`src/hdl/serv_pkg.sv`:
```
`default_nettype none

package serv_pkg;

   localparam int XLEN  = 32;
   localparam int CNT_W = 5;
   localparam int REG_W = 5;

   // Major opcodes
   localparam logic [6:0] OPC_OP     = 7'b0110011;
   localparam logic [6:0] OPC_OP_IMM = 7'b0010011;
   localparam logic [6:0] OPC_LUI    = 7'b0110111;
   localparam logic [6:0] OPC_BRANCH = 7'b1100011;
   localparam logic [6:0] OPC_JAL    = 7'b1101111;

   localparam logic [2:0] F3_ADD_SUB = 3'b000;
   localparam logic [2:0] F3_XOR     = 3'b100;
   localparam logic [2:0] F3_OR      = 3'b110;
   localparam logic [2:0] F3_AND     = 3'b111;
   localparam logic [2:0] F3_BEQ     = 3'b000;
   localparam logic [2:0] F3_BNE     = 3'b001;

   localparam logic [XLEN-1:0] PC_INC   = 32'd4;
   localparam logic [XLEN-1:0] RESET_PC = 32'd0;

   // Sequencer states
   localparam logic [2:0] ST_IDLE    = 3'd0;
   localparam logic [2:0] ST_FETCH   = 3'd1;
   localparam logic [2:0] ST_DECODE  = 3'd2;
   localparam logic [2:0] ST_RF_WAIT = 3'd3;
   localparam logic [2:0] ST_RUN     = 3'd4;
   localparam logic [2:0] ST_RUN2    = 3'd5;

   // Immediate layouts
   localparam logic [1:0] IMM_I = 2'd0;
   localparam logic [1:0] IMM_U = 2'd1;
   localparam logic [1:0] IMM_B = 2'd2;
   localparam logic [1:0] IMM_J = 2'd3;

   // ALU result taken from the adder or a boolean op
   localparam logic [1:0] BOOL_ADD = 2'd0;
   localparam logic [1:0] BOOL_XOR = 2'd1;
   localparam logic [1:0] BOOL_OR  = 2'd2;
   localparam logic [1:0] BOOL_AND = 2'd3;

   // Source of the rd bit
   localparam logic [1:0] RD_ALU  = 2'd0;
   localparam logic [1:0] RD_CTRL = 2'd1;
   localparam logic [1:0] RD_IMM  = 2'd2;

   typedef union packed {
      struct packed {
         logic [6:0]       funct7;
         logic [REG_W-1:0] rs2;
         logic [REG_W-1:0] rs1;
         logic [2:0]       funct3;
         logic [REG_W-1:0] rd;
         logic [6:0]       opcode;
      } r;
      struct packed {
         logic [11:0]      imm12;
         logic [REG_W-1:0] rs1;
         logic [2:0]       funct3;
         logic [REG_W-1:0] rd;
         logic [6:0]       opcode;
      } i;
   } instr_u;

endpackage

`default_nettype wire
```
`src/hdl/serv_top.sv`:
```
`timescale 1ns/10ps
`default_nettype none

module serv_top
   import serv_pkg::*;
(
   input  wire logic             clk,
   input  wire logic             i_rst_n,
   output logic [XLEN-1:0]       o_ibus_adr,
   output logic                  o_ibus_cyc,
   input  wire logic [XLEN-1:0]  i_ibus_rdt,
   input  wire logic             i_ibus_ack,
   output logic                  o_rf_rreq,
   input  wire logic             i_rf_ready,
   output logic [REG_W-1:0]      o_rreg0,
   output logic [REG_W-1:0]      o_rreg1,
   input  wire logic             i_rdata0,
   input  wire logic             i_rdata1,
   output logic [REG_W-1:0]      o_wreg0,
   output logic                  o_wen0,
   output logic                  o_wdata0
);

   logic [REG_W-1:0] rd_addr;
   logic [REG_W-1:0] rs1_addr;
   logic [REG_W-1:0] rs2_addr;
   logic             rd_write;
   logic             op_b_imm;
   logic             alu_sub;
   logic [1:0]       bool_op;
   logic [1:0]       rd_sel;
   logic             two_stage;
   logic             bne;
   logic             jal;
   logic [1:0]       imm_fmt;

   logic             cnt_en;
   logic             cnt0;
   logic             cnt2;
   logic             cnt_done;
   logic             rd_en;
   logic             pc_en;
   logic             branch_taken;

   logic             imm;
   logic             rs1;
   logic             op_b;
   logic             alu_rd;
   logic             alu_cmp;
   logic             ctrl_rd;

   serv_state u_state (
      .clk            (clk),
      .i_rst_n        (i_rst_n),
      .i_ibus_ack     (i_ibus_ack),
      .i_rf_ready     (i_rf_ready),
      .i_cnt_done     (cnt_done),
      .i_two_stage    (two_stage),
      .i_bne          (bne),
      .i_jal          (jal),
      .i_alu_cmp      (alu_cmp),
      .o_ibus_cyc     (o_ibus_cyc),
      .o_rf_rreq      (o_rf_rreq),
      .o_cnt_en       (cnt_en),
      .o_rd_en        (rd_en),
      .o_pc_en        (pc_en),
      .o_branch_taken (branch_taken)
   );

   serv_counter u_counter (
      .clk        (clk),
      .i_rst_n    (i_rst_n),
      .i_cnt_en   (cnt_en),
      .o_cnt0     (cnt0),
      .o_cnt2     (cnt2),
      .o_cnt_done (cnt_done)
   );

   serv_decode u_decode (
      .clk         (clk),
      .i_ibus_rdt  (i_ibus_rdt),
      .i_ibus_ack  (i_ibus_ack),
      .o_rd_addr   (rd_addr),
      .o_rs1_addr  (rs1_addr),
      .o_rs2_addr  (rs2_addr),
      .o_rd_write  (rd_write),
      .o_op_b_imm  (op_b_imm),
      .o_alu_sub   (alu_sub),
      .o_bool_op   (bool_op),
      .o_rd_sel    (rd_sel),
      .o_two_stage (two_stage),
      .o_bne       (bne),
      .o_jal       (jal),
      .o_imm_fmt   (imm_fmt)
   );

   serv_immdec u_immdec (
      .clk        (clk),
      .i_ibus_rdt (i_ibus_rdt),
      .i_ibus_ack (i_ibus_ack),
      .i_imm_fmt  (imm_fmt),
      .i_cnt_en   (cnt_en),
      .o_imm      (imm)
   );

   serv_alu u_alu (
      .clk       (clk),
      .i_cnt_en  (cnt_en),
      .i_cnt0    (cnt0),
      .i_rs1     (rs1),
      .i_op_b    (op_b),
      .i_sub     (alu_sub),
      .i_bool_op (bool_op),
      .o_alu_rd  (alu_rd),
      .o_alu_cmp (alu_cmp)
   );

   serv_ctrl u_ctrl (
      .clk        (clk),
      .i_rst_n    (i_rst_n),
      .i_cnt_en   (cnt_en),
      .i_cnt2     (cnt2),
      .i_pc_en    (pc_en),
      .i_jump     (branch_taken),
      .i_imm      (imm),
      .o_ibus_adr (o_ibus_adr),
      .o_ctrl_rd  (ctrl_rd)
   );

   serv_rf_if u_rf_if (
      .i_rd_en    (rd_en),
      .i_rd_write (rd_write),
      .i_rd_addr  (rd_addr),
      .i_rs1_addr (rs1_addr),
      .i_rs2_addr (rs2_addr),
      .i_rd_sel   (rd_sel),
      .i_op_b_imm (op_b_imm),
      .i_alu_rd   (alu_rd),
      .i_ctrl_rd  (ctrl_rd),
      .i_imm      (imm),
      .i_rdata0   (i_rdata0),
      .i_rdata1   (i_rdata1),
      .o_rreg0    (o_rreg0),
      .o_rreg1    (o_rreg1),
      .o_wreg0    (o_wreg0),
      .o_wen0     (o_wen0),
      .o_wdata0   (o_wdata0),
      .o_rs1      (rs1),
      .o_rs2      (),
      .o_op_b     (op_b)
   );

endmodule

`default_nettype wire

```
`src/hdl/serv_rf_if.sv`:
```
`timescale 1ns/10ps
`default_nettype none

module serv_rf_if
   import serv_pkg::*;
(
   input  wire logic             i_rd_en,
   input  wire logic             i_rd_write,
   input  wire logic [REG_W-1:0] i_rd_addr,
   input  wire logic [REG_W-1:0] i_rs1_addr,
   input  wire logic [REG_W-1:0] i_rs2_addr,
   input  wire logic [1:0]       i_rd_sel,
   input  wire logic             i_op_b_imm,
   input  wire logic             i_alu_rd,
   input  wire logic             i_ctrl_rd,
   input  wire logic             i_imm,
   input  wire logic             i_rdata0,
   input  wire logic             i_rdata1,
   output logic [REG_W-1:0]      o_rreg0,
   output logic [REG_W-1:0]      o_rreg1,
   output logic [REG_W-1:0]      o_wreg0,
   output logic                  o_wen0,
   output logic                  o_wdata0,
   output logic                  o_rs1,
   output logic                  o_rs2,
   output logic                  o_op_b
);

   assign o_rreg0 = i_rs1_addr;
   assign o_rreg1 = i_rs2_addr;
   assign o_wreg0 = i_rd_addr;

   // x0 is never written
   assign o_wen0 = i_rd_en & i_rd_write & (|i_rd_addr);

   always_comb begin
      case (i_rd_sel)
         RD_CTRL: o_wdata0 = i_ctrl_rd;
         RD_IMM:  o_wdata0 = i_imm;
         default: o_wdata0 = i_alu_rd;
      endcase
   end

   assign o_rs1  = i_rdata0;
   assign o_rs2  = i_rdata1;
   assign o_op_b = i_op_b_imm ? i_imm : i_rdata1;

endmodule

`default_nettype wire

```
`src/hdl/serv_ctrl.sv`:
```
`timescale 1ns/10ps
`default_nettype none

module serv_ctrl
   import serv_pkg::*;
(
   input  wire logic       clk,
   input  wire logic       i_rst_n,
   input  wire logic       i_cnt_en,
   input  wire logic       i_cnt2,
   input  wire logic       i_pc_en,
   input  wire logic       i_jump,
   input  wire logic       i_imm,
   output logic [XLEN-1:0] o_ibus_adr,
   output logic            o_ctrl_rd
);

   logic [XLEN-1:0] pc_r;
   logic            shift_en;
   logic            inc_bit;
   logic            inc_carry_r;
   logic            imm_carry_r;
   logic            pc_plus_inc;
   logic            pc_plus_imm;
   logic            new_pc;

   assign shift_en = i_cnt_en & i_pc_en;

   // Only bit 2 of the step is set
   assign inc_bit = i_cnt2 & PC_INC[2];

   assign pc_plus_inc = pc_r[0] ^ inc_bit ^ inc_carry_r;
   assign pc_plus_imm = pc_r[0] ^ i_imm ^ imm_carry_r;

   assign new_pc = i_jump ? pc_plus_imm : pc_plus_inc;

   // Carries stay clear outside the PC pass, so each pass starts at zero
   always_ff @(posedge clk) begin
      if (!i_rst_n) begin
         pc_r        <= RESET_PC;
         inc_carry_r <= 1'b0;
         imm_carry_r <= 1'b0;
      end else begin
         inc_carry_r <= shift_en & ((pc_r[0] & inc_bit) | (pc_r[0] & inc_carry_r) |
                                    (inc_bit & inc_carry_r));
         imm_carry_r <= shift_en & ((pc_r[0] & i_imm) | (pc_r[0] & imm_carry_r) |
                                    (i_imm & imm_carry_r));
         if (shift_en) begin
            pc_r <= {new_pc, pc_r[XLEN-1:1]};
         end
      end
   end

   assign o_ibus_adr = pc_r;
   assign o_ctrl_rd  = pc_plus_inc;

endmodule

`default_nettype wire

```
`src/hdl/serv_alu.sv`:
```
`timescale 1ns/10ps
`default_nettype none

module serv_alu
   import serv_pkg::*;
(
   input  wire logic       clk,
   input  wire logic       i_cnt_en,
   input  wire logic       i_cnt0,
   input  wire logic       i_rs1,
   input  wire logic       i_op_b,
   input  wire logic       i_sub,
   input  wire logic [1:0] i_bool_op,
   output logic            o_alu_rd,
   output logic            o_alu_cmp
);

   logic carry_r;
   logic eq_r;
   logic b_eff;
   logic carry_in;
   logic sum;
   logic bit_eq;
   logic eq_in;

   // Subtract as rs1 + ~b with a carry-in of 1 on bit 0
   assign b_eff    = i_op_b ^ i_sub;
   assign carry_in = i_cnt0 ? i_sub : carry_r;
   assign sum      = i_rs1 ^ b_eff ^ carry_in;

   assign bit_eq = ~(i_rs1 ^ i_op_b);
   assign eq_in  = i_cnt0 | eq_r;

   always_ff @(posedge clk) begin
      if (i_cnt_en) begin
         carry_r <= (i_rs1 & b_eff) | (i_rs1 & carry_in) | (b_eff & carry_in);
         eq_r    <= eq_in & bit_eq;
      end
   end

   // Full-word equality once bit 31 is on the inputs
   assign o_alu_cmp = eq_in & bit_eq;

   always_comb begin
      case (i_bool_op)
         BOOL_XOR: o_alu_rd = i_rs1 ^ i_op_b;
         BOOL_OR:  o_alu_rd = i_rs1 | i_op_b;
         BOOL_AND: o_alu_rd = i_rs1 & i_op_b;
         default:  o_alu_rd = sum;
      endcase
   end

endmodule

`default_nettype wire

```
`src/hdl/serv_immdec.sv`:
```
`timescale 1ns/10ps
`default_nettype none

module serv_immdec
   import serv_pkg::*;
(
   input  wire logic       clk,
   input  wire instr_u     i_ibus_rdt,
   input  wire logic       i_ibus_ack,
   input  wire logic [1:0] i_imm_fmt,
   input  wire logic       i_cnt_en,
   output logic            o_imm
);

   logic [XLEN-1:0] w;
   logic [XLEN-1:0] imm_load;
   logic [XLEN-1:0] imm_r;

   assign w = i_ibus_rdt;

   always_comb begin
      case (i_imm_fmt)
         IMM_U: imm_load = {w[31:12], 12'd0};
         IMM_B: imm_load = {{20{w[31]}}, w[7], w[30:25], w[11:8], 1'b0};
         IMM_J: imm_load = {{12{w[31]}}, w[19:12], w[20], w[30:21], 1'b0};
         default: begin
            imm_load = {{20{i_ibus_rdt.i.imm12[11]}}, i_ibus_rdt.i.imm12};
         end
      endcase
   end

   // Rotates rather than shifts, so a second pass sees the same bits
   always_ff @(posedge clk) begin
      if (i_ibus_ack) begin
         imm_r <= imm_load;
      end else if (i_cnt_en) begin
         imm_r <= {imm_r[0], imm_r[XLEN-1:1]};
      end
   end

   assign o_imm = imm_r[0];

endmodule

`default_nettype wire

```
`src/hdl/serv_decode.sv`:
```
`timescale 1ns/10ps
`default_nettype none

module serv_decode
   import serv_pkg::*;
(
   input  wire logic        clk,
   input  wire instr_u      i_ibus_rdt,
   input  wire logic        i_ibus_ack,
   output logic [REG_W-1:0] o_rd_addr,
   output logic [REG_W-1:0] o_rs1_addr,
   output logic [REG_W-1:0] o_rs2_addr,
   output logic             o_rd_write,
   output logic             o_op_b_imm,
   output logic             o_alu_sub,
   output logic [1:0]       o_bool_op,
   output logic [1:0]       o_rd_sel,
   output logic             o_two_stage,
   output logic             o_bne,
   output logic             o_jal,
   output logic [1:0]       o_imm_fmt
);

   instr_u     instr_r;
   logic [6:0] opcode;
   logic [2:0] funct3;
   logic       f3_alu_ok;
   logic       is_op;
   logic       is_op_imm;
   logic       is_lui;
   logic       is_branch;
   logic       is_jal;

   always_ff @(posedge clk) begin
      if (i_ibus_ack) begin
         instr_r <= i_ibus_rdt;
      end
   end

   assign opcode = instr_r.r.opcode;
   assign funct3 = instr_r.r.funct3;

   // Other funct3 codes retire as a no-op
   assign f3_alu_ok = (funct3 == F3_ADD_SUB) | (funct3 == F3_XOR) |
                      (funct3 == F3_OR) | (funct3 == F3_AND);

   assign is_op     = (opcode == OPC_OP) & f3_alu_ok;
   assign is_op_imm = (opcode == OPC_OP_IMM) & f3_alu_ok;
   assign is_lui    = (opcode == OPC_LUI);
   assign is_branch = (opcode == OPC_BRANCH) & ((funct3 == F3_BEQ) | (funct3 == F3_BNE));
   assign is_jal    = (opcode == OPC_JAL);

   assign o_rd_addr  = instr_r.r.rd;
   assign o_rs1_addr = instr_r.r.rs1;
   assign o_rs2_addr = instr_r.r.rs2;

   assign o_rd_write  = is_op | is_op_imm | is_lui | is_jal;
   assign o_op_b_imm  = is_op_imm;
   assign o_alu_sub   = is_op & (funct3 == F3_ADD_SUB) & instr_r.r.funct7[5];
   assign o_two_stage = is_branch;
   assign o_bne       = (funct3 == F3_BNE);
   assign o_jal       = is_jal;

   always_comb begin
      case (funct3)
         F3_XOR:  o_bool_op = BOOL_XOR;
         F3_OR:   o_bool_op = BOOL_OR;
         F3_AND:  o_bool_op = BOOL_AND;
         default: o_bool_op = BOOL_ADD;
      endcase
   end

   assign o_rd_sel = is_jal ? RD_CTRL : (is_lui ? RD_IMM : RD_ALU);

   // Taken from the incoming word so the immediate loads in the ack cycle
   always_comb begin
      case (i_ibus_rdt.r.opcode)
         OPC_LUI:    o_imm_fmt = IMM_U;
         OPC_BRANCH: o_imm_fmt = IMM_B;
         OPC_JAL:    o_imm_fmt = IMM_J;
         default:    o_imm_fmt = IMM_I;
      endcase
   end

endmodule

`default_nettype wire

```
`src/hdl/serv_state.sv`:
```
`timescale 1ns/10ps
`default_nettype none

module serv_state
   import serv_pkg::*;
(
   input  wire logic clk,
   input  wire logic i_rst_n,
   input  wire logic i_ibus_ack,
   input  wire logic i_rf_ready,
   input  wire logic i_cnt_done,
   input  wire logic i_two_stage,
   input  wire logic i_bne,
   input  wire logic i_jal,
   input  wire logic i_alu_cmp,
   output logic      o_ibus_cyc,
   output logic      o_rf_rreq,
   output logic      o_cnt_en,
   output logic      o_rd_en,
   output logic      o_pc_en,
   output logic      o_branch_taken
);

   logic [2:0] state_r;
   logic       taken_r;

   always_ff @(posedge clk) begin
      if (!i_rst_n) begin
         state_r <= ST_IDLE;
         taken_r <= 1'b0;
      end else begin
         case (state_r)
            ST_IDLE:    state_r <= ST_FETCH;
            ST_FETCH:   if (i_ibus_ack) state_r <= ST_DECODE;
            ST_DECODE:  state_r <= ST_RF_WAIT;
            ST_RF_WAIT: if (i_rf_ready) state_r <= ST_RUN;
            ST_RUN: begin
               if (i_cnt_done) begin
                  if (i_two_stage) begin
                     state_r <= ST_RUN2;
                     // BNE inverts the equality result of the compare pass
                     taken_r <= i_alu_cmp ^ i_bne;
                  end else begin
                     state_r <= ST_FETCH;
                  end
               end
            end
            ST_RUN2:    if (i_cnt_done) state_r <= ST_FETCH;
            default:    state_r <= ST_IDLE;
         endcase
      end
   end

   assign o_ibus_cyc = (state_r == ST_FETCH);
   assign o_rf_rreq  = (state_r == ST_DECODE);
   assign o_cnt_en   = (state_r == ST_RUN) | (state_r == ST_RUN2);
   assign o_rd_en    = (state_r == ST_RUN);

   // PC moves only in the last pass of an instruction
   assign o_pc_en = ((state_r == ST_RUN) & !i_two_stage) | (state_r == ST_RUN2);

   assign o_branch_taken = i_jal | (taken_r & (state_r == ST_RUN2));

endmodule

`default_nettype wire

```
`src/hdl/serv_counter.sv`:
```
`timescale 1ns/10ps
`default_nettype none

module serv_counter
   import serv_pkg::*;
(
   input  wire logic clk,
   input  wire logic i_rst_n,
   input  wire logic i_cnt_en,
   output logic      o_cnt0,
   output logic      o_cnt2,
   output logic      o_cnt_done
);

   logic [CNT_W-1:0] cnt_r;

   // Wraps back to zero after bit 31
   always_ff @(posedge clk) begin
      if (!i_rst_n) begin
         cnt_r <= '0;
      end else if (i_cnt_en) begin
         cnt_r <= cnt_r + CNT_W'(1);
      end
   end

   assign o_cnt0     = (cnt_r == CNT_W'(0));
   assign o_cnt2     = (cnt_r == CNT_W'(2));
   assign o_cnt_done = &cnt_r;

endmodule

`default_nettype wire

```
`config.mk`:
```
export PLATFORM = sky130hd
export DESIGN_NAME = serv_top
export DESIGN_NICKNAME = d
export VERILOG_FILES = /design/src/hdl/serv_pkg.sv /design/src/hdl/serv_top.sv /design/src/hdl/serv_rf_if.sv /design/src/hdl/serv_ctrl.sv /design/src/hdl/serv_alu.sv /design/src/hdl/serv_immdec.sv /design/src/hdl/serv_decode.sv /design/src/hdl/serv_state.sv /design/src/hdl/serv_counter.sv
export SDC_FILE = /design/constraint.sdc
export NUM_CORES = 1
export LEC_CHECK = 0
export ABC_AREA = 1
export BUFFER_PORTS_ARGS = -buffer_cell sky130_fd_sc_hd__buf_4
export CORE_MARGIN = 5
export CORE_UTILIZATION = 56
export CTS_CLUSTER_SIZE = 20
export DETAILED_ROUTE_END_ITERATION = 7
export MAX_ROUTING_LAYER = met4
export PLACE_DENSITY = 0.9
export SLEW_MARGIN = 10
export SYNTH_ARGS = -nofsm -noshare
export SYNTH_HDL_FRONTEND = slang
export SYNTH_SLANG_ARGS = --single-unit
```
`constraint.sdc`:
```
create_clock -name clk -period 3 [get_ports clk]
set_clock_uncertainty 0.05 [all_clocks]
set_input_delay 0.6 -clock clk [delete_from_list [all_inputs] [get_ports clk]]
set_output_delay 0.6 -clock clk [all_outputs]
set_load 0.01 [all_outputs]
```
==> out/metrics.cfg <==
[critical_path]
end_kind = output port
cp-start-kind = flop
r2r_end = u_state.taken_r$_SDFFE_PN0P_
rrSetupSlack_ns = 0.84
arrival_ns = 2.52
worst_ep_required_time_ns = 2.35
path_cells = nor2_2, nand2_2, nor2_4, nand2_2, nand2_1, nand2_2, nand2_1, nand2_1, fa_1, a21oi_1, nand3b_1, nand2_1, buf_4
worstPathMaxFanout = 5
rr_worst_depth = 14
path_class = flop to output port
crit_slowest_cell = fa_1
crit_path_frequent_cell = nand2_1
critPathMaxStageDelay_ns = 0.51
reg2reg_from = u_decode.instr_r[3]$_DFFE_PP_

[cells_and_area]
postLayoutCellArea_um2 = 5870
n_antenna_cell = 0
drive_gt1_frac = 0.312
seq_area_um2 = 2660
multi_input_area_um2 = 1960
layout.nets = 667
syn2layout_area_growth_pct = 17.5
fillerInstances = 660

[place]
placed_area_um2 = 5570
hpwlAfterDp_mm = 7.71
port_buffers = 88
gp_congestion = 0.886

[floorplan]
initial_core_util = 0.573
rows = 34
core_area_um2 = 8720
fp.dieArea_um2 = 10900
fp.dieW_um = 104
fp.dieH_um = 104
pin_count = 89

[route]
route.top_layer_used = met4
first_pass_iters = 4
drc = 0
via_count = 4098
wl_met3_um = 668
drtIter0Drc = 205
met1_length_mm = 4.46
vias_per_cell = 5.59
ant_nets = 0
wl_met2_mm = 5.63
wl_per_cell_um = 15.1
totalWireLength_mm = 11.1

[run]
max-cap-violations = 0

[timing]
tightest_slew_ns = 0.548
setup_viol = 1
post-route-min-period_ns = 3.17
fin_crit_sh = 1.06
timing.final.ws_setup_ns = -0.173
hold_violations = 0
worst_slew_margin_rel = 0.635
final_max_slew_viol_count = 0
max_freq_mhz = 315
timing.hold.ws_ns = 0.354
rsz0062_at_grt = yes

[global_routing]
grt_max_degree = 39
grt_pass1_vias = 4079
grtUsageTotal = 0.208
grt_overflow = 0
antenna_found_initial = 0
grt_pass1_wl_mm = 18.3

[synth]
seq_area_frac_synth = 0.533
syn_area_per_cell_um2 = 9.20
synth_cells = 543
syn_nets = 590
yosys_register_bits = 103
syn-cell-area_um2 = 4990
synth.distinct_cells = 33
yosysWarnings = 0

[power]
power.leakage_uw = 0.00241
ir_drop_mv = 0.337
power_uw = 3030
power_density_nw_per_um2 = 515

[clock_tree]
h-tree-depth = 3
cts_buffers = 9
cts_hold_buf = 0
clk_latency_ns = 0.37
cts_tree = built
clk_path_buf_depth = 2
root_buffer = clkbuf_8
clk_pin_slew_worst_paths_ns = 0.11
cts.sinks = 103

[min_path]
hold_depth = 1
hp-class = input pin to flop
hold_start = i_ibus_rdt[18]
min_to = u_decode.instr_r[18]$_DFFE_PP_

[outcome]
violations = negative setup slack
status = finished with violations

## flip-flops by register name, indices dropped and copies added, names as in the netlist
| name | count |
|---|---|
| u_immdec.imm_r | 32 |
| u_alu.carry_r | 1 |
| u_ctrl.imm_carry_r | 1 |
| u_alu.eq_r | 1 |
| u_counter.cnt_r | 5 |
| u_state.taken_r | 1 |
| u_ctrl.inc_carry_r | 1 |
| u_state.state_r | 3 |
| u_decode.instr_r | 26 |
| u_ctrl.o_ibus_adr | 32 |
## critical path, delay by kind of cell, from the launching register on
family | cells | cell delay (ns)
flops | 1 | 0.44
compound gates | 1 | 0.04
fa+ha+maj | 1 | 0.51
buf+inv | 1 | 0.11
simple gates | 10 | 1.04
## where the power goes
group / total (uW) / leakage [uW] / internal (uW) / switching (uW)
clock: 841 / 0.0000946 / 322 / 519
sequential: 1680 / 0.000936 / 1610 / 68.9
combinational: 501 / 0.00138 / 185 / 317
total: 3030 / 0.00241 / 2120 / 905
## cell type report
class / count / area share
sequential: 103 / 0.454
multi-input combinational: 363 / 0.334
timing repair buffer: 102 / 0.131
inverter: 41 / 0.0262
tap: 108 / 0.0230
clock buffer: 9 / 0.0211
clock inverter: 7 / 0.0107
## cell usage after synthesis
cell type	n	area share
buf_2	8	0.0080
buf_8	1	0.0030
nand2_8	1	0.0040
dfxtp_1	43	0.17
nand2_2	29	0.036
nor2_4	1	0.0023
nand2_1	134	0.10
nand3_1	62	0.062
xor2_1	1	0.0018
buf_1	5	0.0038
nor2_2	3	0.0038
nand3_2	1	0.0020
clkinv_1	1	0.00075
a21oi_2	27	0.047
o211ai_1	6	0.0090
inv_1	36	0.027
a21oi_1	12	0.012
nand3b_1	3	0.0045
nor2_8	1	0.0040
nor3_1	5	0.0050
buf_12	2	0.0080
a31oi_1	7	0.0088
buf_4	17	0.026
clkbuf_1	3	0.0023
fa_1	3	0.012
o22ai_1	2	0.0025
edfxtp_1	60	0.36
nor2_1	41	0.031
o21ai_0	13	0.013
ha_1	6	0.015
inv_2	4	0.0030
nand4_1	4	0.0050
nand3_4	1	0.0035
## through the flow
stage          worst slack (ns)  instances  utilization  setup TNS (ns)
3_5_place_dp              0.202        707        0.638               0
6_report                 -0.173        733        0.673          -0.173
3_3_place_gp              0.318        707        0.638               0
4_1_cts                 -0.0147        731        0.670         -0.0147
5_1_grt                  -0.332        733        0.673          -0.332
2_1_floorplan             0.492        543            -               0
## kinds of logic after synthesis
family | Yosys count | share of synthesized area
flip-flops | 103 | 0.533
XOR/XNOR | 1 | 0.00175
AO/OA/AOI/OAI | 67 | 0.0927
adder cells (fa/ha/maj) | 9 | 0.0271
AND/OR/NAND/NOR | 286 | 0.264
buffers and inverters | 77 | 0.0814
## worst max-delay path by stage
stage	startpoint	to	slack (ns)	depth (start not counted)
5_1_grt	u_decode.instr_r[3]$_DFFE_PP_	o_wdata0	-0.33	13
6_report	u_decode.instr_r[3]$_DFFE_PP_	o_wdata0	-0.17	13
4_1_cts	u_decode.instr_r[12]$_DFFE_PP_	o_wdata0	-0.01	11
3_3_place_gp	u_decode.instr_r[12]$_DFFE_PP_	o_wdata0	0.32	13
3_5_place_dp	u_decode.instr_r[6]$_DFFE_PP_	o_wdata0	0.20	11
2_1_floorplan	u_decode.instr_r[12]$_DFFE_PP_	o_wdata0	0.49	12
## timing repair
action | CTS | global route
setup buffers | 8 | 2
gates resized for setup | 9 | 5
pin swaps | 4 | 4
endpoints found under the setup margin | 1 | 1
## cells in the final DEF (no fill, tap or decap), drive strengths merged
cell and n:
nand2 164, buf 102, nand3 64, edfxtp 60, nor2 46, inv 45, dfxtp 43, a21oi 39
o21ai 13, clkbuf 9, a31oi 7, o211ai 6, ha 6, nor3 5, nand4 4, nand3b 3
fa 3, o22ai 2, clkinv 2, xor2 1, clkinvlp 1
## metal layers
metal | GRT usage | vias up
met3 | 0.0366 | 37
met1 | 0.246 | 1932
met2 | 0.348 | 172
li1 | - | 1957
met5 | - | -
met4 | 0.0888 | 0
Note: power is estimated with default switching activity, not from simulation.
